**src/common/piarb_pkg.sv**
```systemverilog
// widths, latency, packet type and config target enums, in and out metadata structs
package piarb_pkg;

	// field widths of the hop word and its metadata
	localparam int fid_nbits        = 6;   // 64 flow table entries
	localparam int tid_nbits        = 4;   // 16 topic table entries
	localparam int pu_id_nbits      = 3;
	localparam int hop_info_nbits   = 32;
	localparam int flow_pu_nbits    = 16;
	localparam int switch_tag_nbits = 12;
	localparam int time_nbits       = 16;
	localparam int rci_nbits        = 2;

	// data_ack_valid to piarb_pu_valid, in clock cycles
	localparam int lookup_latency = 4;

	// packet type as seen by the processing unit
	typedef enum logic [1:0] {
		pkt_plain = 2'd0,
		pkt_type1 = 2'd2
	} pkt_type_e;

	// table addressed by one configuration transfer
	typedef enum logic {
		cfg_flow  = 1'b0,
		cfg_topic = 1'b1
	} cfg_target_e;

	// metadata arriving with each hop word
	typedef struct packed {
		logic [time_nbits-1:0] creation_time;
		logic [rci_nbits-1:0]  rci;
		logic                  type1;    // selects pkt_type1 on the way out
		logic                  fid_sel;
		logic [fid_nbits-1:0]  fid;
		logic [tid_nbits-1:0]  tid;
	} pp_piarb_meta_t;

	// metadata handed to the processing unit after the lookup
	typedef struct packed {
		logic [time_nbits-1:0]       creation_time;
		logic [rci_nbits-1:0]        rci_type;
		pkt_type_e                   pkt_type;
		logic [switch_tag_nbits-1:0] switch_tag;   // from the topic table
		logic [flow_pu_nbits-1:0]    f_payload;    // from the flow table
		logic [fid_nbits-1:0]        fid;
		logic [tid_nbits-1:0]        tid;
	} pu_hop_meta_t;

endpackage

```
**src/logic/piarb_cfg_port.sv**
```systemverilog
// four-phase req/ack configuration slave issuing single flow or topic table writes
`timescale 1ns/100ps

module piarb_cfg_port (
	input  logic                                     clk,
	input  logic                                     rst_n,

	input  logic                                     cfg_req,
	input  piarb_pkg::cfg_target_e                   cfg_target,
	input  logic [piarb_pkg::fid_nbits-1:0]          cfg_addr,
	input  logic [piarb_pkg::flow_pu_nbits-1:0]      cfg_wdata,
	output logic                                     cfg_ack,

	output logic                                     flow_cfg_wr,
	output logic [piarb_pkg::fid_nbits-1:0]          flow_cfg_addr,
	output logic [piarb_pkg::flow_pu_nbits-1:0]      flow_cfg_wdata,

	output logic                                     topic_wr,
	output logic [piarb_pkg::tid_nbits-1:0]          topic_waddr,
	output logic [piarb_pkg::switch_tag_nbits-1:0]   topic_wdata
);

	typedef enum logic [2:0] {
		st_idle,
		st_write,     // write strobe high for this one cycle
		st_settle,    // flow write crosses the lookup register
		st_ack,
		st_release
	} cfg_state_e;

	cfg_state_e                           state;
	piarb_pkg::cfg_target_e               target_q;
	logic [piarb_pkg::fid_nbits-1:0]      addr_q;
	logic [piarb_pkg::flow_pu_nbits-1:0]  wdata_q;

	always_ff @(posedge clk or negedge rst_n) begin
		if (!rst_n) begin
			state    <= st_idle;
			target_q <= piarb_pkg::cfg_flow;
		end else begin
			case (state)
				st_idle: begin
					if (cfg_req) begin
						state    <= st_write;
						target_q <= cfg_target;   // request sampled only once
					end
				end
				st_write:  state <= st_settle;
				st_settle: state <= st_ack;
				st_ack: begin
					if (!cfg_req) begin
						state <= st_release;   // master has seen the ack
					end
				end
				st_release: state <= st_idle;
				default:    state <= st_idle;
			endcase
		end
	end

	always_ff @(posedge clk) begin
		if (state == st_idle && cfg_req) begin
			addr_q  <= cfg_addr;
			wdata_q <= cfg_wdata;
		end
	end

	assign cfg_ack = (state == st_ack);

	assign flow_cfg_wr    = (state == st_write) && (target_q == piarb_pkg::cfg_flow);
	assign flow_cfg_addr  = addr_q;
	assign flow_cfg_wdata = wdata_q;

	// the topic table only uses the low address and data bits
	assign topic_wr    = (state == st_write) && (target_q == piarb_pkg::cfg_topic);
	assign topic_waddr = addr_q[piarb_pkg::tid_nbits-1:0];
	assign topic_wdata = wdata_q[piarb_pkg::switch_tag_nbits-1:0];

endmodule

```
**src/logic/piarb_top.sv**
```systemverilog
// lookup stage top: configuration port, lookup pipeline, flow and topic tables
`timescale 1ns/100ps

module piarb_top (
	input  logic                                     clk,
	input  logic                                     rst_n,

	input  logic                                     cfg_req,
	input  piarb_pkg::cfg_target_e                   cfg_target,
	input  logic [piarb_pkg::fid_nbits-1:0]          cfg_addr,
	input  logic [piarb_pkg::flow_pu_nbits-1:0]      cfg_wdata,
	output logic                                     cfg_ack,

	input  logic                                     data_ack_valid,
	input  logic [piarb_pkg::pu_id_nbits-1:0]        data_ack_port_id,
	input  logic                                     data_ack_sop,
	input  logic                                     data_ack_eop,
	input  logic [piarb_pkg::hop_info_nbits-1:0]     data_ack_data,
	input  piarb_pkg::pp_piarb_meta_t                data_ack_meta,

	output logic                                     piarb_pu_valid,
	output logic [piarb_pkg::pu_id_nbits-1:0]        piarb_pu_pid,
	output logic [piarb_pkg::hop_info_nbits-1:0]     piarb_pu_data,
	output piarb_pkg::pu_hop_meta_t                  piarb_pu_meta_data,
	output logic                                     piarb_pu_fid_sel,
	output logic                                     piarb_pu_sop,
	output logic                                     piarb_pu_eop
);

	logic                                    flow_cfg_wr;
	logic [piarb_pkg::fid_nbits-1:0]         flow_cfg_addr;
	logic [piarb_pkg::flow_pu_nbits-1:0]     flow_cfg_wdata;
	logic                                    topic_wr;
	logic [piarb_pkg::tid_nbits-1:0]         topic_waddr;
	logic [piarb_pkg::switch_tag_nbits-1:0]  topic_wdata;

	logic                                    topic_value_rd;
	logic [piarb_pkg::tid_nbits-1:0]         topic_value_raddr;
	logic [piarb_pkg::switch_tag_nbits-1:0]  topic_value_rdata;
	logic                                    flow_value_wr;
	logic [piarb_pkg::flow_pu_nbits-1:0]     flow_value_wdata;
	logic [piarb_pkg::fid_nbits-1:0]         flow_value_raddr;
	logic [piarb_pkg::fid_nbits-1:0]         flow_value_waddr;
	logic [piarb_pkg::flow_pu_nbits-1:0]     flow_value_rdata;

	piarb_cfg_port cfg_port (
		.clk, .rst_n,
		.cfg_req, .cfg_target, .cfg_addr, .cfg_wdata, .cfg_ack,
		.flow_cfg_wr, .flow_cfg_addr, .flow_cfg_wdata,
		.topic_wr, .topic_waddr, .topic_wdata
	);

	piarb_lookup lookup (
		.clk, .rst_n,
		.ecdsa_piarb_wr(flow_cfg_wr),   // flow writes pass through the lookup register
		.ecdsa_piarb_waddr(flow_cfg_addr),
		.ecdsa_piarb_wdata(flow_cfg_wdata),
		.data_ack_valid, .data_ack_port_id, .data_ack_sop, .data_ack_eop,
		.data_ack_data, .data_ack_meta,
		.flow_value_rdata, .topic_value_rdata,
		.topic_value_rd, .topic_value_raddr,
		.flow_value_wr, .flow_value_wdata, .flow_value_raddr, .flow_value_waddr,
		.piarb_pu_valid, .piarb_pu_pid, .piarb_pu_data, .piarb_pu_meta_data,
		.piarb_pu_fid_sel, .piarb_pu_sop, .piarb_pu_eop
	);

	// both tables are read for every beat, so one strobe serves both
	piarb_value_ram #(
		.depth(2 ** piarb_pkg::fid_nbits),
		.width(piarb_pkg::flow_pu_nbits),
		.read_stages(1)
	) flow_ram (
		.clk,
		.wr(flow_value_wr), .waddr(flow_value_waddr), .wdata(flow_value_wdata),
		.rd(topic_value_rd), .raddr(flow_value_raddr), .rdata(flow_value_rdata)
	);

	piarb_value_ram #(
		.depth(2 ** piarb_pkg::tid_nbits),
		.width(piarb_pkg::switch_tag_nbits),
		.read_stages(2)
	) topic_ram (
		.clk,
		.wr(topic_wr), .waddr(topic_waddr), .wdata(topic_wdata),
		.rd(topic_value_rd), .raddr(topic_value_raddr), .rdata(topic_value_rdata)
	);

endmodule

```
**src/logic/piarb_value_ram.sv**
```systemverilog
// table RAM with synchronous write and a read path of one or more register stages
`timescale 1ns/100ps

module piarb_value_ram #(
	parameter int depth       = 64,
	parameter int width       = 16,
	parameter int read_stages = 1
) (
	input  logic                     clk,
	input  logic                     wr,
	input  logic [$clog2(depth)-1:0] waddr,
	input  logic [width-1:0]         wdata,
	input  logic                     rd,
	input  logic [$clog2(depth)-1:0] raddr,
	output logic [width-1:0]         rdata
);

	logic [width-1:0] mem [depth];
	logic [width-1:0] rd_pipe [read_stages];   // entry 0 is the array read register

	always_ff @(posedge clk) begin
		if (wr) begin
			mem[waddr] <= wdata;
		end
	end

	// a write to the same address in this cycle is not yet visible here
	always_ff @(posedge clk) begin
		if (rd) begin
			rd_pipe[0] <= mem[raddr];
		end
	end

	for (genvar i = 1; i < read_stages; i++) begin : g_read_stage
		always_ff @(posedge clk) begin
			rd_pipe[i] <= rd_pipe[i-1];   // extra stages just follow the first one
		end
	end

	assign rdata = rd_pipe[read_stages-1];

endmodule

```
**src/piarb_lookup/piarb_lookup.sv**
```systemverilog
// lookup pipeline: table read issue, beat delay line, output metadata build
`timescale 1ns/100ps

module piarb_lookup (
	input  logic                                     clk,
	input  logic                                     rst_n,

	input  logic                                     ecdsa_piarb_wr,
	input  logic [piarb_pkg::fid_nbits-1:0]          ecdsa_piarb_waddr,
	input  logic [piarb_pkg::flow_pu_nbits-1:0]      ecdsa_piarb_wdata,

	input  logic                                     data_ack_valid,
	input  logic [piarb_pkg::pu_id_nbits-1:0]        data_ack_port_id,
	input  logic                                     data_ack_sop,
	input  logic                                     data_ack_eop,
	input  logic [piarb_pkg::hop_info_nbits-1:0]     data_ack_data,
	input  piarb_pkg::pp_piarb_meta_t                data_ack_meta,

	input  logic [piarb_pkg::flow_pu_nbits-1:0]      flow_value_rdata,
	input  logic [piarb_pkg::switch_tag_nbits-1:0]   topic_value_rdata,

	output logic                                     topic_value_rd,
	output logic [piarb_pkg::tid_nbits-1:0]          topic_value_raddr,

	output logic                                     flow_value_wr,
	output logic [piarb_pkg::flow_pu_nbits-1:0]      flow_value_wdata,
	output logic [piarb_pkg::fid_nbits-1:0]          flow_value_raddr,
	output logic [piarb_pkg::fid_nbits-1:0]          flow_value_waddr,

	output logic                                     piarb_pu_valid,
	output logic [piarb_pkg::pu_id_nbits-1:0]        piarb_pu_pid,
	output logic [piarb_pkg::hop_info_nbits-1:0]     piarb_pu_data,
	output piarb_pkg::pu_hop_meta_t                  piarb_pu_meta_data,
	output logic                                     piarb_pu_fid_sel,
	output logic                                     piarb_pu_sop,
	output logic                                     piarb_pu_eop
);

	// index 0 is one cycle behind the input, index 2 lines up with both read results
	logic [2:0]                                valid_d;
	logic [piarb_pkg::pu_id_nbits-1:0]         port_id_d [3];
	logic [2:0]                                sop_d;
	logic [2:0]                                eop_d;
	logic [piarb_pkg::hop_info_nbits-1:0]      data_d [3];
	piarb_pkg::pp_piarb_meta_t                 meta_d [3];

	logic [piarb_pkg::flow_pu_nbits-1:0]       flow_value_rdata_d1;   // flow table is one stage faster
	piarb_pkg::pu_hop_meta_t                   out_meta;

	// join the delayed beat with the two table values
	always_comb begin
		out_meta.creation_time = meta_d[2].creation_time;
		out_meta.rci_type      = meta_d[2].rci;
		out_meta.pkt_type      = meta_d[2].type1 ? piarb_pkg::pkt_type1 : piarb_pkg::pkt_plain;
		out_meta.switch_tag    = topic_value_rdata;
		out_meta.f_payload     = flow_value_rdata_d1;
		out_meta.fid           = meta_d[2].fid;
		out_meta.tid           = meta_d[2].tid;
	end

	always_ff @(posedge clk) begin
		topic_value_raddr <= data_ack_meta.tid;
		flow_value_raddr  <= data_ack_meta.fid;
		flow_value_waddr  <= ecdsa_piarb_waddr;
		flow_value_wdata  <= ecdsa_piarb_wdata;

		flow_value_rdata_d1 <= flow_value_rdata;

		piarb_pu_data      <= data_d[2];
		piarb_pu_pid       <= port_id_d[2];
		piarb_pu_sop       <= sop_d[2];
		piarb_pu_eop       <= eop_d[2];
		piarb_pu_fid_sel   <= meta_d[2].fid_sel;
		piarb_pu_meta_data <= out_meta;
	end

	// payload side of the delay line
	always_ff @(posedge clk) begin
		port_id_d[0] <= data_ack_port_id;
		sop_d[0]     <= data_ack_sop;
		eop_d[0]     <= data_ack_eop;
		data_d[0]    <= data_ack_data;
		meta_d[0]    <= data_ack_meta;
		for (int i = 1; i < 3; i++) begin
			port_id_d[i] <= port_id_d[i-1];
			sop_d[i]     <= sop_d[i-1];
			eop_d[i]     <= eop_d[i-1];
			data_d[i]    <= data_d[i-1];
			meta_d[i]    <= meta_d[i-1];
		end
	end

	always_ff @(posedge clk or negedge rst_n) begin
		if (!rst_n) begin
			valid_d        <= '0;
			topic_value_rd <= 1'b0;
			flow_value_wr  <= 1'b0;
			piarb_pu_valid <= 1'b0;
		end else begin
			valid_d        <= {valid_d[1:0], data_ack_valid};
			topic_value_rd <= data_ack_valid;   // read strobe goes out with the addresses
			flow_value_wr  <= ecdsa_piarb_wr;
			piarb_pu_valid <= valid_d[2];
		end
	end

endmodule

```
**config.mk**
```make
export PLATFORM = sky130hd
export DESIGN_NAME = piarb_top
export DESIGN_NICKNAME = d
export VERILOG_FILES = /design/src/common/piarb_pkg.sv /design/src/logic/piarb_cfg_port.sv /design/src/logic/piarb_top.sv /design/src/logic/piarb_value_ram.sv /design/src/piarb_lookup/piarb_lookup.sv
export SDC_FILE = /design/constraint.sdc
export NUM_CORES = 1
export LEC_CHECK = 0
export ABC_CLOCK_PERIOD_IN_PS = 4550
export BUFFER_PORTS_ARGS = -buffer_cell sky130_fd_sc_hd__clkbuf_2
export CORE_MARGIN = 1
export CORE_UTILIZATION = 33
export DETAILED_ROUTE_END_ITERATION = 12
export GPL_TIMING_DRIVEN = 0
export PLACE_DENSITY = 0.56
export SLEW_MARGIN = 20
export SYNTH_ARGS = -nofsm -noshare
export SYNTH_HDL_FRONTEND = slang
export SYNTH_SLANG_ARGS = --single-unit
```
**constraint.sdc**
```tcl
create_clock -name clk -period 4.55 [get_ports clk]
set_input_delay 0.455 -clock clk [delete_from_list [all_inputs] [get_ports clk]]
set_output_delay 0.455 -clock clk [all_outputs]
set_load 0.01 [all_outputs]
```
==> summary.md <==
| Metric | Value |
|---|---|
| Main synth FF type | `edfxtp_1` |
| Skew-Pair Late Insertion Delay | `0.80 ns` |
| Number of I/O pins | `between 150 and 200` |
| Synth top area cells | `edfxtp_1 (68%), dfxtp_1 (12%), mux4_2 (12%)` |
| Ys Warns | `0` |
| Via count | `approximately 26000` |
| Layout Skew | `about 0.034 ns` |
| Commonest non-fill, non-tap cells in the layout | `edfxtp_1 (1266), dfxtp_1 (330), mux4_2 (289), clkbuf_2 (191), clkbuf_16 (175)` |
| Initial DRC Count | `2551` |
| CP required | `5.05 ns` |
| Inst Count DP | `4950` |
| H-Tree Level Count | `4` |
| Hold Path Cell Cnt | `2` |
| Clock power share | `0.421` |
| R2R depth | `7` |
| Post-route insts no fill | `approximately 5400` |
| Die area | `about 0.17 sq mm` |
| Fmax | `0.2692 GHz` |
| Die span in x | `just over 400 um` |
| Avg Cell Area, Syn | `approximately 22 sq um` |
| Switch Pwr | `just over 7 mW` |
| Synthesized cell area | `approximately 0.056 sq mm` |
| Tmin final | `about 3.7 ns` |
| Setup Viol. Count Final | `0` |
| FF-to-FF Start | `lookup.meta_d[0][5]$_DFF_P_` |
| CP max FO | `10` |
| Yosys top cell area share | `0.6837` |
| Pins Over Slew Limit | `0` |
| Gpl congestion | `roughly 0.88` |
| Worst min path class | `primary input to register` |
| Critical path launch point | `lookup.meta_d[0][5]$_DFF_P_` |
| Vias in the first global route | `between 20000 and 30000` |
| Total power | `about 32 mW` |
| Critical Path Source Type | `register` |
| Drt first pass iters | `6` |
| Detailed Place HPWL | `~86 mm` |
| Postcts setup bufs | `0` |
| Clock Pin Slew Worst Setup and Hold Paths | `about 0.060 ns` |
| Maxcap violations | `0` |
| ANT nets after route | `0` |
| Seq/Total Area, Yosys | `0.8123` |
| Max VDD drop | `around 0.41 mV` |
| Slew HR | `0.2081` |
| Gate power share | `0.050` |
| Kind of critical path | `register to register` |
| Layout cells sized above 1 | `0.3258` |
| Actual slew at the worst max-slew pin | `1.184 ns` |
| Area delta synth->final | `20.83%` |
| Row count | `150` |
| Syn nets | `around 2600` |
| Final worst path period share | `0.8166` |
| Drt wl/cell | `25.19 um` |
| # diodes | `0` |
| Drt drc | `0` |
| Root buf cell | `clkbuf_16` |
| TritonCTS Buffers | `around 170` |
| Total Routing Usage GR | `0.1592` |
| Seq pwr share | `0.528` |
| CTS Buffer Depth | `3` |
| Final nets | `about 3100` |
| PortBufs | `190` |
| RSZ-0062 raised after global routing | `false` |
| Switching part of the total | `0.2231` |
| Die height | `between 400 and 500 um` |
| Commonest non-fill, non-tap cell in the layout | `edfxtp_1` |
| Hold path start | `data_ack_meta[11]` |
| Vias per cell | `roughly 4.9` |
| Clock sinks | `1621` |
| Hold Fails Final Rpt | `0` |
| Post-synth ARST share | `0.005552` |
| Largest net degree at the start of global routing | `between 60 and 70` |
| CP arrival | `between 4 and 5 ns` |
| FF+latch count, synth | `around 1600` |
| Crit. End Element | `register` |
| Status | `completed` |
| Core area | `between 0.15 and 0.2 sq mm` |
| Routed WL | `approximately 140 mm` |
| Initial antenna violation count | `4` |
| Post-Syn Instances | `around 2500` |
| Grt total ovfl | `0` |
| PD cells | `approximately 480 mW/mm^2` |
| CTS tree | `done` |
| Number of synthesized flops with an enable pin | `approximately 1300` |
| Largest area contributor in the netlist | `edfxtp_1` |
| Starting Density | `0.3325` |
| Static leakage | `22.30 nW` |
| Distinct cells, synth | `46` |
| First-pass GRT wire length | `193.4 mm` |
| Internal power | `~25 mW` |
worst max-delay path, cell delays in order (launching register included):
cell and delay (ns):
dfxtp_1 0.72, buf_4 0.36, buf_6 0.23, buf_4 0.31, buf_2 0.45, nand3b_1 0.53, o22ai_1 0.62, nor3_1 0.18
synth_stat cells, types with 6 or more instances:
| master | n |
|---|---|
| dfxtp_1 | 346 |
| nand3_1 | 16 |
| buf_6 | 13 |
| nor3_1 | 19 |
| dfrtp_1 | 9 |
| o211ai_1 | 10 |
| edfxtp_1 | 1266 |
| clkbuf_1 | 25 |
| nand2_1 | 48 |
| buf_4 | 23 |
| mux4_2 | 289 |
| mux2_2 | 45 |
| buf_1 | 6 |
| mux2i_1 | 96 |
| o22ai_1 | 12 |
| nor2b_1 | 15 |
| nor2_1 | 93 |
| a221oi_1 | 10 |
| a22oi_1 | 47 |
| buf_2 | 39 |
path summary, 6_finish.rpt:
path                                                           to  slack, ns
worst max-delay path            flow_ram.rd_pipe[0][13]$_DFFE_PP_       0.83
worst min-delay path                 lookup.meta_d[0][11]$_DFF_P_       0.29
worst max register to register  flow_ram.rd_pipe[0][13]$_DFFE_PP_       0.83
worst min register to register   lookup.piarb_pu_data[25]$_DFF_P_       0.31
max in group asynchronous          lookup.flow_value_wr$_DFF_PN0_       3.14
min in group asynchronous           cfg_port.state[0]$_DFFE_PN0P_       0.61
cell type report:
cell class / count / area [sq um]
Multi-Input combinational cell: 758 / 10120
Clock inverter: 86 / 755.7
Fill cell: 14670 / 100000
Timing Repair Buffer: 355 / 2945
Clock buffer: 228 / 4750
Tap cell: 2204 / 2758
Buffer: 106 / 631.9
Inverter: 1 / 3.754
Sequential cell: 1621 / 45220
layer usage:
layer	GRT usage	wire length, um	up-vias
li1	-	-	11230
met4	0.04847	3305	2
met3	0.03711	8804	193
met1	0.2159	58310	13890
met2	0.2538	64580	916
met5	0	13	-
stage by stage:
stage	TNS, ns	utilization	worst slack [ns]	hold WS (ns)	instance area (sq um)
6_report	0	0.4018	0.8347	0.2920	67180
5_1_grt	0	0.4018	0.8014	0.2566	67180
4_1_cts	0	0.4018	0.8091	0.2263	67180
3_5_place_dp	0	0.3632	0.8398	0.3121	60730
3_3_place_gp	-31.90	0.3547	-1.625	0.3097	59310
2_1_floorplan	0	-	1.021	0.1594	55600
power by group through the flow:
stage	Sequential, mW	Clock (mW)	Combinational [mW]
final	17.0	13.6	1.61
after global routing	17.1	14.4	1.69
after CTS	17.0	13.9	1.62
after detailed placement	17.3	0	1.55
after global placement	17.5	0	1.25
after floorplan	17.2	0	0.715
state kept, by name, indices dropped and copies added (netlist names), 3 cells and up:
signal,count
topic_ram.mem,192
cfg_port.flow_cfg_addr,6
lookup.flow_value_rdata_d1,16
lookup.valid_d,3
lookup.piarb_pu_data,32
cfg_port.flow_cfg_wdata,16
lookup.eop_d,3
lookup.flow_value_waddr,6
lookup.piarb_pu_pid,3
lookup.data_d,96
lookup.meta_d,90
lookup.piarb_pu_meta_data,57
lookup.port_id_d,9
cfg_port.state,3
lookup.flow_value_wdata,16
topic_ram.rd_pipe,24
lookup.sop_d,3
flow_ram.mem,1024
flow_ram.rd_pipe,16
logic make-up (layout without fill, tap and decap cells):
| group | Yosys count | after routing | synth area share |
|---|---|---|---|
| muxes | 430 | 430 | 0.1434 |
| and+or+nand+nor | 217 | 217 | 0.01775 |
| other | 1 | 1 | 0.00006744 |
| AOI/OAI and AO/OA | 110 | 110 | 0.01501 |
| DFF | 1621 | 1621 | 0.8123 |
| buffers and inverters | 107 | 776 | 0.01141 |
timing repair:
item | CTS | global route
resized for setup | 0 | 0
endpoints found under the hold margin | 103 | 0
hold buffers | 95 | 0
Power figures use the tool's default switching activity.
